[src/dhcp_msg_pkg.sv]
package dhcp_msg_pkg;

  //////////////////////////////////////////////////////////////////////
  // basic field types
  //////////////////////////////////////////////////////////////////////

  typedef logic [7:0]  byte_t;
  typedef logic [31:0] ipv4_t;
  typedef logic [31:0] xid_t;

  //////////////////////////////////////////////////////////////////////
  // fixed header layout, byte offsets from start of payload
  //////////////////////////////////////////////////////////////////////

  localparam int hdr_len    = 240; // cookie included
  localparam int off_op     = 0;
  localparam int off_xid    = 4;
  localparam int off_flags  = 10;
  localparam int off_yiaddr = 16;
  localparam int off_siaddr = 20;
  localparam int off_chaddr = 28;
  localparam int off_cookie = 236;

  localparam logic [31:0] magic_cookie = 32'h63825363;

  localparam byte_t op_boot_request = 8'd1;
  localparam byte_t op_boot_reply   = 8'd2;

  // option codes
  localparam byte_t opt_pad          = 8'd0;
  localparam byte_t opt_subnet_mask  = 8'd1;
  localparam byte_t opt_router       = 8'd3;
  localparam byte_t opt_requested_ip = 8'd50;
  localparam byte_t opt_msg_type     = 8'd53;
  localparam byte_t opt_server_id    = 8'd54;
  localparam byte_t opt_client_id    = 8'd61;
  localparam byte_t opt_end          = 8'd255;

  // values carried in option 53
  localparam byte_t msg_discover = 8'd1;
  localparam byte_t msg_offer    = 8'd2;
  localparam byte_t msg_request  = 8'd3;
  localparam byte_t msg_ack      = 8'd5;

endpackage

[src/dhcp_client_pkg.sv]
package dhcp_client_pkg;

  typedef logic [47:0] mac_t;
  typedef logic [15:0] tx_len_t;

  typedef enum logic [0:0] {
    kind_discover,
    kind_request
  } msg_kind_t;

  // locally administered address
  localparam mac_t               client_mac = 48'h02_00_5e_10_20_30;
  localparam dhcp_msg_pkg::xid_t client_xid = 32'hdeadface;

  localparam int startup_ticks       = 16;
  localparam int reply_timeout_ticks = 2000;
  localparam int max_retries         = 3;

  // msg type 3 + requested ip 6 + client id 9 + end 1
  localparam tx_len_t len_discover = tx_len_t'(dhcp_msg_pkg::hdr_len + 19);
  // server id adds 6 more
  localparam tx_len_t len_request  = tx_len_t'(dhcp_msg_pkg::hdr_len + 25);

endpackage

[src/dhcp_reply_parser.sv]
`timescale 1ns/1ps

module dhcp_reply_parser (
  input  logic                clk,
  input  logic                fsm_rst,
  input  logic                rx_sof,
  input  logic                rx_val,
  input  dhcp_msg_pkg::byte_t rx_dat,
  input  logic                rx_eof,
  output logic                reply_val,
  output dhcp_msg_pkg::byte_t reply_op,
  output dhcp_msg_pkg::xid_t  reply_xid,
  output dhcp_msg_pkg::ipv4_t reply_yiaddr,
  output dhcp_msg_pkg::ipv4_t reply_siaddr,
  output dhcp_msg_pkg::ipv4_t reply_router,
  output dhcp_msg_pkg::ipv4_t reply_mask,
  output dhcp_msg_pkg::byte_t reply_msg_type,
  output logic                reply_router_pres,
  output logic                reply_mask_pres
);

  typedef enum logic [1:0] {opt_idle, opt_kind, opt_len, opt_data} opt_field_t;

  opt_field_t          opt_field;
  logic [15:0]         byte_cnt;
  int                  pos;         // index of the byte on rx_dat
  dhcp_msg_pkg::ipv4_t last4;
  dhcp_msg_pkg::ipv4_t word;        // last4 with current byte appended
  dhcp_msg_pkg::byte_t cur_kind;
  dhcp_msg_pkg::byte_t opt_len_q;
  dhcp_msg_pkg::byte_t opt_cnt;
  logic                opt_last;
  logic                end_hit;

  // values of the frame in progress
  dhcp_msg_pkg::byte_t op_q;
  dhcp_msg_pkg::xid_t  xid_q;
  dhcp_msg_pkg::ipv4_t yiaddr_q;
  dhcp_msg_pkg::ipv4_t siaddr_q;
  dhcp_msg_pkg::ipv4_t router_q;
  dhcp_msg_pkg::ipv4_t mask_q;
  dhcp_msg_pkg::byte_t msg_type_q;
  logic                router_pres_q;
  logic                mask_pres_q;

  assign pos      = rx_sof ? 0 : int'(byte_cnt);
  assign word     = {last4[23:0], rx_dat};
  assign opt_last = rx_val && !rx_sof && opt_field == opt_data && opt_cnt == opt_len_q - 8'd1;
  assign end_hit  = rx_val && !rx_sof && opt_field == opt_kind &&
                    rx_dat == dhcp_msg_pkg::opt_end;

  always_ff @(posedge clk) begin
    if (fsm_rst) begin
      opt_field         <= opt_idle;
      byte_cnt          <= '0;
      reply_val         <= 1'b0;
      router_pres_q     <= 1'b0;
      mask_pres_q       <= 1'b0;
      reply_router_pres <= 1'b0;
      reply_mask_pres   <= 1'b0;
    end else begin
      reply_val <= end_hit;
      if (end_hit) begin
        reply_router_pres <= router_pres_q;
        reply_mask_pres   <= mask_pres_q;
      end
      if (rx_val) begin
        byte_cnt <= 16'(pos + 1);
        if (rx_sof) begin
          opt_field     <= opt_idle;
          router_pres_q <= 1'b0;
          mask_pres_q   <= 1'b0;
        end else begin
          case (opt_field)
            opt_kind: begin
              if (rx_dat == dhcp_msg_pkg::opt_end) opt_field <= opt_idle;
              else if (rx_dat != dhcp_msg_pkg::opt_pad) opt_field <= opt_len;
            end
            opt_len:  opt_field <= (rx_dat == 8'd0) ? opt_kind : opt_data;
            opt_data: begin
              if (opt_last) begin
                opt_field <= opt_kind;
                if (cur_kind == dhcp_msg_pkg::opt_router) router_pres_q <= 1'b1;
                if (cur_kind == dhcp_msg_pkg::opt_subnet_mask) mask_pres_q <= 1'b1;
              end
            end
            default: begin // still in header, options only behind a good cookie
              if (pos == dhcp_msg_pkg::hdr_len - 1 && word == dhcp_msg_pkg::magic_cookie)
                opt_field <= opt_kind;
            end
          endcase
        end
        if (rx_eof) opt_field <= opt_idle;
      end
    end
  end

  always_ff @(posedge clk) begin
    if (rx_val) begin
      last4 <= word;
      if (opt_field == opt_kind) cur_kind <= rx_dat;
      if (opt_field == opt_len) begin
        opt_len_q <= rx_dat;
        opt_cnt   <= 8'd0;
      end
      if (opt_field == opt_data) opt_cnt <= opt_cnt + 8'd1;
      case (pos)
        dhcp_msg_pkg::off_op: begin
          op_q       <= rx_dat;
          msg_type_q <= '0;                 // no stale type from older frame
        end
        dhcp_msg_pkg::off_xid + 3:    xid_q    <= word;
        dhcp_msg_pkg::off_yiaddr + 3: yiaddr_q <= word;
        dhcp_msg_pkg::off_siaddr + 3: siaddr_q <= word;
        default: ;
      endcase
      if (opt_last) begin
        case (cur_kind)
          dhcp_msg_pkg::opt_msg_type:    msg_type_q <= rx_dat;
          dhcp_msg_pkg::opt_router:      router_q   <= word;
          dhcp_msg_pkg::opt_subnet_mask: mask_q     <= word;
          default: ;
        endcase
      end
    end
    if (end_hit) begin
      reply_op       <= op_q;
      reply_xid      <= xid_q;
      reply_yiaddr   <= yiaddr_q;
      reply_siaddr   <= siaddr_q;
      reply_router   <= router_q;
      reply_mask     <= mask_q;
      reply_msg_type <= msg_type_q;
    end
  end

endmodule

[src/dhcp_client_fsm.sv]
`timescale 1ns/1ps

module dhcp_client_fsm (
  input  logic                       clk,
  input  logic                       fsm_rst,
  input  dhcp_msg_pkg::ipv4_t        preferred_ipv4,
  input  logic                       reply_val,
  input  dhcp_msg_pkg::byte_t        reply_op,
  input  dhcp_msg_pkg::xid_t         reply_xid,
  input  dhcp_msg_pkg::ipv4_t        reply_yiaddr,
  input  dhcp_msg_pkg::ipv4_t        reply_siaddr,
  input  dhcp_msg_pkg::ipv4_t        reply_router,
  input  dhcp_msg_pkg::ipv4_t        reply_mask,
  input  dhcp_msg_pkg::byte_t        reply_msg_type,
  input  logic                       reply_router_pres,
  input  logic                       reply_mask_pres,
  input  logic                       msg_sent,
  output logic                       msg_start,
  output dhcp_client_pkg::msg_kind_t msg_kind,
  output dhcp_msg_pkg::ipv4_t        req_ip,
  output dhcp_msg_pkg::ipv4_t        server_ip,
  output logic                       ready,
  output logic                       error,
  output logic                       dhcp_success,
  output logic                       dhcp_timeout,
  output dhcp_msg_pkg::ipv4_t        assigned_ipv4,
  output dhcp_msg_pkg::ipv4_t        router_ipv4_addr,
  output logic                       router_ipv4_addr_val,
  output dhcp_msg_pkg::ipv4_t        subnet_mask,
  output logic                       subnet_mask_val
);

  typedef enum logic [2:0] {
    st_idle, st_discover, st_wait_offer, st_request, st_wait_ack
  } state_t;

  state_t              state;
  logic [15:0]         startup_cnt;
  logic [15:0]         timer;
  logic [$clog2(dhcp_client_pkg::max_retries + 1)-1:0] retry_cnt;
  logic                sent_q;      // own message fully out, timer armed
  dhcp_msg_pkg::byte_t want_type;
  logic                reply_take;
  logic                timed_out;

  assign want_type  = (state == st_wait_ack) ? dhcp_msg_pkg::msg_ack : dhcp_msg_pkg::msg_offer;
  assign reply_take = reply_val && sent_q && reply_op == dhcp_msg_pkg::op_boot_reply &&
                      reply_xid == dhcp_client_pkg::client_xid && reply_msg_type == want_type;
  assign timed_out  = sent_q && timer == 16'(dhcp_client_pkg::reply_timeout_ticks - 1);

  always_ff @(posedge clk) begin
    if (fsm_rst) begin
      state                <= st_idle;
      startup_cnt          <= '0;
      timer                <= '0;
      retry_cnt            <= '0;
      sent_q               <= 1'b0;
      msg_start            <= 1'b0;
      ready                <= 1'b0;
      error                <= 1'b0;
      dhcp_success         <= 1'b0;
      dhcp_timeout         <= 1'b0;
      router_ipv4_addr_val <= 1'b0;
      subnet_mask_val      <= 1'b0;
    end else begin
      msg_start <= 1'b0;
      if (msg_sent) begin
        sent_q <= 1'b1;
        timer  <= '0;
      end else if (sent_q) begin
        timer <= timer + 16'd1;
      end
      case (state)
        st_idle: begin
          if (!ready && !error) begin
            if (startup_cnt == 16'(dhcp_client_pkg::startup_ticks - 1)) begin
              startup_cnt <= '0;
              state       <= st_discover;
            end else begin
              startup_cnt <= startup_cnt + 16'd1;
            end
          end
        end
        st_discover, st_request: begin
          msg_start <= 1'b1;
          sent_q    <= 1'b0;
          state     <= (state == st_discover) ? st_wait_offer : st_wait_ack;
        end
        st_wait_offer: if (reply_take) state <= st_request;
        st_wait_ack: begin
          if (reply_take) begin
            sent_q               <= 1'b0;
            ready                <= 1'b1;
            dhcp_success         <= 1'b1;
            router_ipv4_addr_val <= reply_router_pres;
            subnet_mask_val      <= reply_mask_pres;
            state                <= st_idle;
          end
        end
        default: state <= st_idle;
      endcase
      // attempt failed, back to startup delay
      if (timed_out && !reply_take) begin
        sent_q    <= 1'b0;
        state     <= st_idle;
        retry_cnt <= retry_cnt + 1'b1;
        if (int'(retry_cnt) == dhcp_client_pkg::max_retries - 1) begin
          error        <= 1'b1;
          dhcp_timeout <= 1'b1;
        end
      end
    end
  end

  always_ff @(posedge clk) begin
    if (state == st_discover) begin
      msg_kind  <= dhcp_client_pkg::kind_discover;
      req_ip    <= preferred_ipv4;
      server_ip <= '0;
    end
    if (state == st_request) msg_kind <= dhcp_client_pkg::kind_request;
    if (state == st_wait_offer && reply_take) begin
      req_ip    <= reply_yiaddr; // offered address
      server_ip <= reply_siaddr;
    end
    if (state == st_wait_ack && reply_take) begin
      assigned_ipv4 <= reply_yiaddr;
      if (reply_router_pres) router_ipv4_addr <= reply_router;
      if (reply_mask_pres) subnet_mask <= reply_mask;
    end
  end

endmodule

[src/dhcp_msg_serializer.sv]
`timescale 1ns/1ps

module dhcp_msg_serializer (
  input  logic                       clk,
  input  logic                       fsm_rst,
  input  logic                       msg_start,
  input  dhcp_client_pkg::msg_kind_t msg_kind,
  input  dhcp_msg_pkg::ipv4_t        req_ip,
  input  dhcp_msg_pkg::ipv4_t        server_ip,
  input  logic                       tx_req,
  output logic                       tx_rdy,
  output dhcp_client_pkg::tx_len_t   tx_len,
  output logic                       tx_val,
  output logic                       tx_sof,
  output logic                       tx_eof,
  output dhcp_msg_pkg::byte_t        tx_dat,
  output logic                       msg_sent
);

  dhcp_client_pkg::tx_len_t idx;   // next byte to hand out
  logic                     fire;

  //////////////////////////////////////////////////////////////////////
  // payload byte at index i
  //////////////////////////////////////////////////////////////////////

  function automatic dhcp_msg_pkg::byte_t msg_byte(
    input int                  i,
    input logic                is_req,
    input dhcp_msg_pkg::ipv4_t rip,
    input dhcp_msg_pkg::ipv4_t sip
  );
    int                    o;
    int                    b;
    dhcp_client_pkg::mac_t mac;
    dhcp_msg_pkg::xid_t    xid;
    logic [31:0]           cookie;
    o      = i - dhcp_msg_pkg::hdr_len;
    b      = is_req ? 15 : 9;   // client id start
    mac    = dhcp_client_pkg::client_mac;
    xid    = dhcp_client_pkg::client_xid;
    cookie = dhcp_msg_pkg::magic_cookie;
    msg_byte = '0;
    if (i == dhcp_msg_pkg::off_op) msg_byte = dhcp_msg_pkg::op_boot_request;
    else if (i == dhcp_msg_pkg::off_op + 1) msg_byte = 8'd1;     // htype ethernet
    else if (i == dhcp_msg_pkg::off_op + 2) msg_byte = 8'd6;     // hlen
    else if (i >= dhcp_msg_pkg::off_xid && i < dhcp_msg_pkg::off_xid + 4)
      msg_byte = xid[8*(dhcp_msg_pkg::off_xid + 3 - i) +: 8];
    else if (i == dhcp_msg_pkg::off_flags) msg_byte = 8'h80;     // broadcast bit
    else if (i >= dhcp_msg_pkg::off_chaddr && i < dhcp_msg_pkg::off_chaddr + 6)
      msg_byte = mac[8*(dhcp_msg_pkg::off_chaddr + 5 - i) +: 8];
    else if (i >= dhcp_msg_pkg::off_cookie && i < dhcp_msg_pkg::hdr_len)
      msg_byte = cookie[8*(dhcp_msg_pkg::off_cookie + 3 - i) +: 8];
    else if (o == 0) msg_byte = dhcp_msg_pkg::opt_msg_type;
    else if (o == 1) msg_byte = 8'd1;
    else if (o == 2) msg_byte = is_req ? dhcp_msg_pkg::msg_request : dhcp_msg_pkg::msg_discover;
    else if (o == 3) msg_byte = dhcp_msg_pkg::opt_requested_ip;
    else if (o == 4) msg_byte = 8'd4;
    else if (o >= 5 && o <= 8) msg_byte = rip[8*(8 - o) +: 8];
    else if (is_req && o == 9) msg_byte = dhcp_msg_pkg::opt_server_id;
    else if (is_req && o == 10) msg_byte = 8'd4;
    else if (is_req && o >= 11 && o <= 14) msg_byte = sip[8*(14 - o) +: 8];
    else if (o == b) msg_byte = dhcp_msg_pkg::opt_client_id;
    else if (o == b + 1) msg_byte = 8'd7;
    else if (o == b + 2) msg_byte = 8'd1;                        // hw type before mac
    else if (o >= b + 3 && o <= b + 8) msg_byte = mac[8*(b + 8 - o) +: 8];
    else if (o == b + 9) msg_byte = dhcp_msg_pkg::opt_end;
    return msg_byte;
  endfunction

  // nothing more once the last byte is issued
  assign fire     = tx_rdy && tx_req && idx != tx_len;
  assign msg_sent = tx_eof;

  always_ff @(posedge clk) begin
    if (fsm_rst) begin
      tx_rdy <= 1'b0;
      tx_val <= 1'b0;
      tx_sof <= 1'b0;
      tx_eof <= 1'b0;
      idx    <= '0;
    end else begin
      tx_val <= fire;
      tx_sof <= fire && idx == '0;
      tx_eof <= fire && idx == tx_len - 16'd1;
      if (msg_start) begin
        tx_rdy <= 1'b1;
        idx    <= '0;
      end else begin
        if (fire) idx <= idx + 16'd1;
        if (tx_eof) tx_rdy <= 1'b0;
      end
    end
  end

  always_ff @(posedge clk) begin
    if (msg_start) begin
      tx_len <= (msg_kind == dhcp_client_pkg::kind_request) ?
                dhcp_client_pkg::len_request : dhcp_client_pkg::len_discover;
    end
    if (fire) begin
      tx_dat <= msg_byte(int'(idx), msg_kind == dhcp_client_pkg::kind_request, req_ip, server_ip);
    end
  end

endmodule

[src/dhcp_client.sv]
`timescale 1ns/1ps

module dhcp_client (
  input  logic                     clk,
  input  logic                     fsm_rst,
  // from udp layer
  input  logic                     rx_sof,
  input  logic                     rx_val,
  input  dhcp_msg_pkg::byte_t      rx_dat,
  input  logic                     rx_eof,
  // to udp layer
  input  logic                     tx_req,
  output logic                     tx_rdy,
  output dhcp_client_pkg::tx_len_t tx_len,
  output logic                     tx_val,
  output logic                     tx_sof,
  output logic                     tx_eof,
  output dhcp_msg_pkg::byte_t      tx_dat,
  // status
  input  dhcp_msg_pkg::ipv4_t      preferred_ipv4,
  output logic                     ready,
  output logic                     error,
  output logic                     dhcp_success,
  output logic                     dhcp_timeout,
  output dhcp_msg_pkg::ipv4_t      assigned_ipv4,
  output dhcp_msg_pkg::ipv4_t      router_ipv4_addr,
  output logic                     router_ipv4_addr_val,
  output dhcp_msg_pkg::ipv4_t      subnet_mask,
  output logic                     subnet_mask_val
);

  logic                       reply_val, reply_router_pres, reply_mask_pres;
  dhcp_msg_pkg::byte_t        reply_op, reply_msg_type;
  dhcp_msg_pkg::xid_t         reply_xid;
  dhcp_msg_pkg::ipv4_t        reply_yiaddr, reply_siaddr, reply_router, reply_mask;
  logic                       msg_start, msg_sent;
  dhcp_client_pkg::msg_kind_t msg_kind;
  dhcp_msg_pkg::ipv4_t        req_ip, server_ip;

  dhcp_reply_parser u_parser (.*);  // rx bytes to reply fields

  dhcp_client_fsm u_fsm (.*);

  dhcp_msg_serializer u_serializer (.*);  // discover / request bytes out

endmodule

[config.mk]
export PLATFORM = sky130hd
export DESIGN_NAME = dhcp_client
export DESIGN_NICKNAME = d
export VERILOG_FILES = /design/src/dhcp_msg_pkg.sv /design/src/dhcp_client_pkg.sv /design/src/dhcp_reply_parser.sv /design/src/dhcp_client_fsm.sv /design/src/dhcp_msg_serializer.sv /design/src/dhcp_client.sv
export SDC_FILE = /design/constraint.sdc
export NUM_CORES = 1
export LEC_CHECK = 0
export BUFFER_PORTS_ARGS = -buffer_cell sky130_fd_sc_hd__buf_2
export CORE_ASPECT_RATIO = 2
export CORE_MARGIN = 3
export CORE_UTILIZATION = 52
export CTS_CLUSTER_DIAMETER = 200
export CTS_CLUSTER_SIZE = 20
export DETAILED_ROUTE_END_ITERATION = 8
export GPL_TIMING_DRIVEN = 0
export PLACE_DENSITY = 0.84
export SYNTH_ARGS = -nofsm -noshare
export SYNTH_HDL_FRONTEND = slang
export SYNTH_SLANG_ARGS = --single-unit
[constraint.sdc]
create_clock -name clk -period 18.8 [get_ports clk]
set_input_delay 0 -clock clk [delete_from_list [all_inputs] [get_ports clk]]
set_output_delay 0 -clock clk [all_outputs]
set_load 0.02 [all_outputs]
==> impl_metrics.tcl <==
set metrics [dict create \
    gp_congestion 0.9694 \
    maxSlewViolCount 0 \
    avgSynthCellArea_um2 15.41 \
    grt_overflow_total 0 \
    wl_um 60140 \
    grt.busiest_layer "met2" \
    synthToLayoutAreaGrowth_pct 14.40 \
    synth_edf_count 570 \
    grt_pass1_wl_um 88330 \
    initial_utilization 0.5288 \
    clock-sinks 657 \
    htreeDepth 2 \
    drt_iter0_markers 1202 \
    postCtsSetupBuffers 0 \
    worstPathCellList "buf_1 > buf_1 > clkinv_1 > ha_1 > inv_1 > nand2_1 > o221ai_1 > a41oi_1 > and2_1 > clkbuf_1 > a31oi_1 > o21ai_0 > a221o_1" \
    drc_errors 0 \
    period_needed_ps 5201 \
    cp-start-kind "flop" \
    avgRoutedWirePerCell_um 23.58 \
    dp_hpwl_um 43520 \
    p_leak_nw 9.686 \
    seq_area_frac_synth 0.7596 \
    diodes 0 \
    cpPeakStageDelay_ps 630 \
    ys_top_cells_by_area "edfxtp_1 69%, dfxtp_1 7.0%, nor2_1 1.9%" \
    slew_headroom 0.1193 \
    dieWidth_um 160.5 \
    r2r_cells 13 \
    synth_commonest_cells "570 x edfxtp_1, 128 x nor2_1, 100 x nand2_1" \
    grt_max_degree 39 \
    fin_nets 1970 \
    rsz0062_at_grt "no" \
    ys.flop_type "edfxtp_1" \
    grtUsageTotal 0.2351 \
    critPathSlowestCell "buf_1" \
    antenna_found_initial 1 \
    ys_ff_latch 657 \
    num_vias 14460 \
    cts_buffers 38 \
    path_max_fanout 10 \
    setup_ws_ps 13600 \
    grt.met2_usage 0.4417 \
    synth_compound_area_frac 0.05035 \
    synth_top_family_by_area "simple AND/OR/NAND/NOR gates" \
    dpl_worst_slack_ps 13730 \
    cp.arrival_ps 5510 \
    cts_tree "done" \
    pin_count 176 \
    crit_top_cell "buf_1" \
    synth_warnings 0 \
    final_cell_area_um2 28400 \
    holdPathStages 2 \
    criticalPathCategory "flop to flop" \
    synth-simple-area-share 0.1017 \
    ys_types 73 \
    placement_rows 112 \
    core_um2 46950 \
    critPathRequiredTime_ps 19110 \
    synthAdderAreaFrac 0.01593 \
    insertion_delay_ps 580 \
    hold_class "input port to flop" \
    cap_violations 0 \
    synth_top_area_frac 0.6895 \
    die_h_um 315 \
    synthesis.area_um2 24830 \
    dpl_cell_area_um2 26890 \
    finClkSkew_ps 23.27 \
    setup_violations 0 \
    place_inst 2438 \
    root_buffer "clkbuf_16" \
    grt_pass1_vias 14701 \
    synth_largest_area_cell "edfxtp_1" \
    worstSetupEndpointType "flop" \
    max-vdd-ir-drop_mv 0.07708 \
    p_per_area_nw_per_um2 86.87 \
    io_buffer_count 160 \
    clockBufferDepth 3 \
    synthCells 1611 \
    die_area_um2 50560 \
    synthXorXnorAreaFrac 0.02575 \
    drive_gt1_frac 0.1638 \
    status "complete, no violations" \
    synth.area.mux_share 0.02596 \
    grtUsageMet1 0.2499 \
    tightest_slew_ps 1321 \
    ant_nets 0 \
    synth.most_common_cell "edfxtp_1" \
    firstDrtPassIters 5 \
    final_cells 2550 \
    use_met3 0.02892 \
    ys_async_sr_fraction 0 \
    hold_viol 0 \
    min_period_over_period 0.2766 \
    num-fill-cells 3384 \
    max_freq_mhz 192.3 \
    clk_pin_slew_worst_paths_ps 100 \
    avgViaCountPerCell 5.671 \
    tns_ps 0 \
]
area by class of cell:
type / count / area, um^2 / area share
Tap cell: 627 / 784.5 / 0.02762
Clock inverter: 4 / 38.79 / 0.001366
Inverter: 38 / 142.6 / 0.005022
Clock buffer: 66 / 1056 / 0.03718
Multi-Input combinational cell: 852 / 5568 / 0.1960
Sequential cell: 657 / 18860 / 0.6640
Timing Repair Buffer: 230 / 1589 / 0.05595
Buffer: 76 / 364.1 / 0.01282
metal layers:
layer | routed length, um | up-vias
met5 | 0 | -
li1 | - | 6585
met3 | 3005 | 164
met4 | 3922 | 0
met2 | 32800 | 562
met1 | 20400 | 7149
kinds of logic after synthesis:
logic type                 after synthesis
AOI/OAI and AO/OA                      188
xor gates and xnor gates                73
adders and majority gates               31
buffers and inverters                  114
DFF                                    657
muxes                                   49
other                                    2
and+or+nand+nor                        497
layout by cell type, fill, tap and decap left out, types with 7 or more instances in the layout:
cell	synthesis	final
xor2_1	33	33
nor4b_1	8	8
buf_6	0	14
nor2_1	128	125
mux4_2	9	9
or2_2	8	8
mux2_2	25	25
edfxtp_1	570	570
a211oi_1	14	14
buf_2	8	168
or3_1	16	16
a21oi_1	49	49
nor3_1	30	28
and2_1	48	46
or4_1	7	7
conb_1	2	14
clkbuf_1	43	70
buf_4	18	22
nand4_1	19	19
nand3_1	43	43
inv_1	37	37
nor4_1	26	24
and3_1	22	22
clkbuf_16	0	38
nand2_1	100	100
xnor2_1	40	40
buf_1	7	7
mux2_1	8	8
nor2b_1	11	11
a221oi_1	9	9
mux2i_1	7	7
nand2b_1	11	11
ha_1	30	30
o21ai_0	41	41
dfxtp_1	87	87
dlygate4sd3_1	0	42
critical path, delay by kind of cell (launching register included):
family                   cells  cell delay (ps)
flip-flops                   1              520
AO/OA/AOI/OAI                5             1280
buffers and inverters        5             2210
adder cells (fa/ha/maj)      1              540
AND/OR/NAND/NOR              2              360
per-stage QoR:
step	hold slack (ps)	power, mW	util
global route	23.36	2.532	0.6050
floorplan	98.87	1.637	-
CTS	10.48	2.484	0.6050
detailed placement	317.6	1.666	0.5727
global placement	315.1	1.664	0.5637
finish	10.24	2.467	0.6050
worst paths after layout:
kind                                         startpoint                     end  slack (ps)
worst max-delay path                u_serializer.idx[0]  u_serializer.tx_dat[7]       13600
worst min-delay path                 preferred_ipv4[27]        u_fsm.req_ip[27]          10
worst max register to register      u_serializer.idx[0]  u_serializer.tx_dat[7]       13600
worst min register to register  u_parser.reply_mask[14]   u_fsm.subnet_mask[14]         410
power breakdown:
| part | internal (mW) | leakage (nW) | switching, mW | total [mW] |
|---|---|---|---|---|
| Combinational | 0.0191 | 3.23 | 0.0300 | 0.0491 |
| Clock | 0.388 | 0.521 | 0.439 | 0.827 |
| Sequential | 1.58 | 5.93 | 0.0130 | 1.59 |
repair_timing:
item | 4_1_cts | 5_1_grt
endpoints found under the hold margin | 117 | 0
hold buffers | 42 | 0
resized for setup | 0 | 0
setup endpoints to repair | 0 | 0
Power figures use the tool's default switching activity.
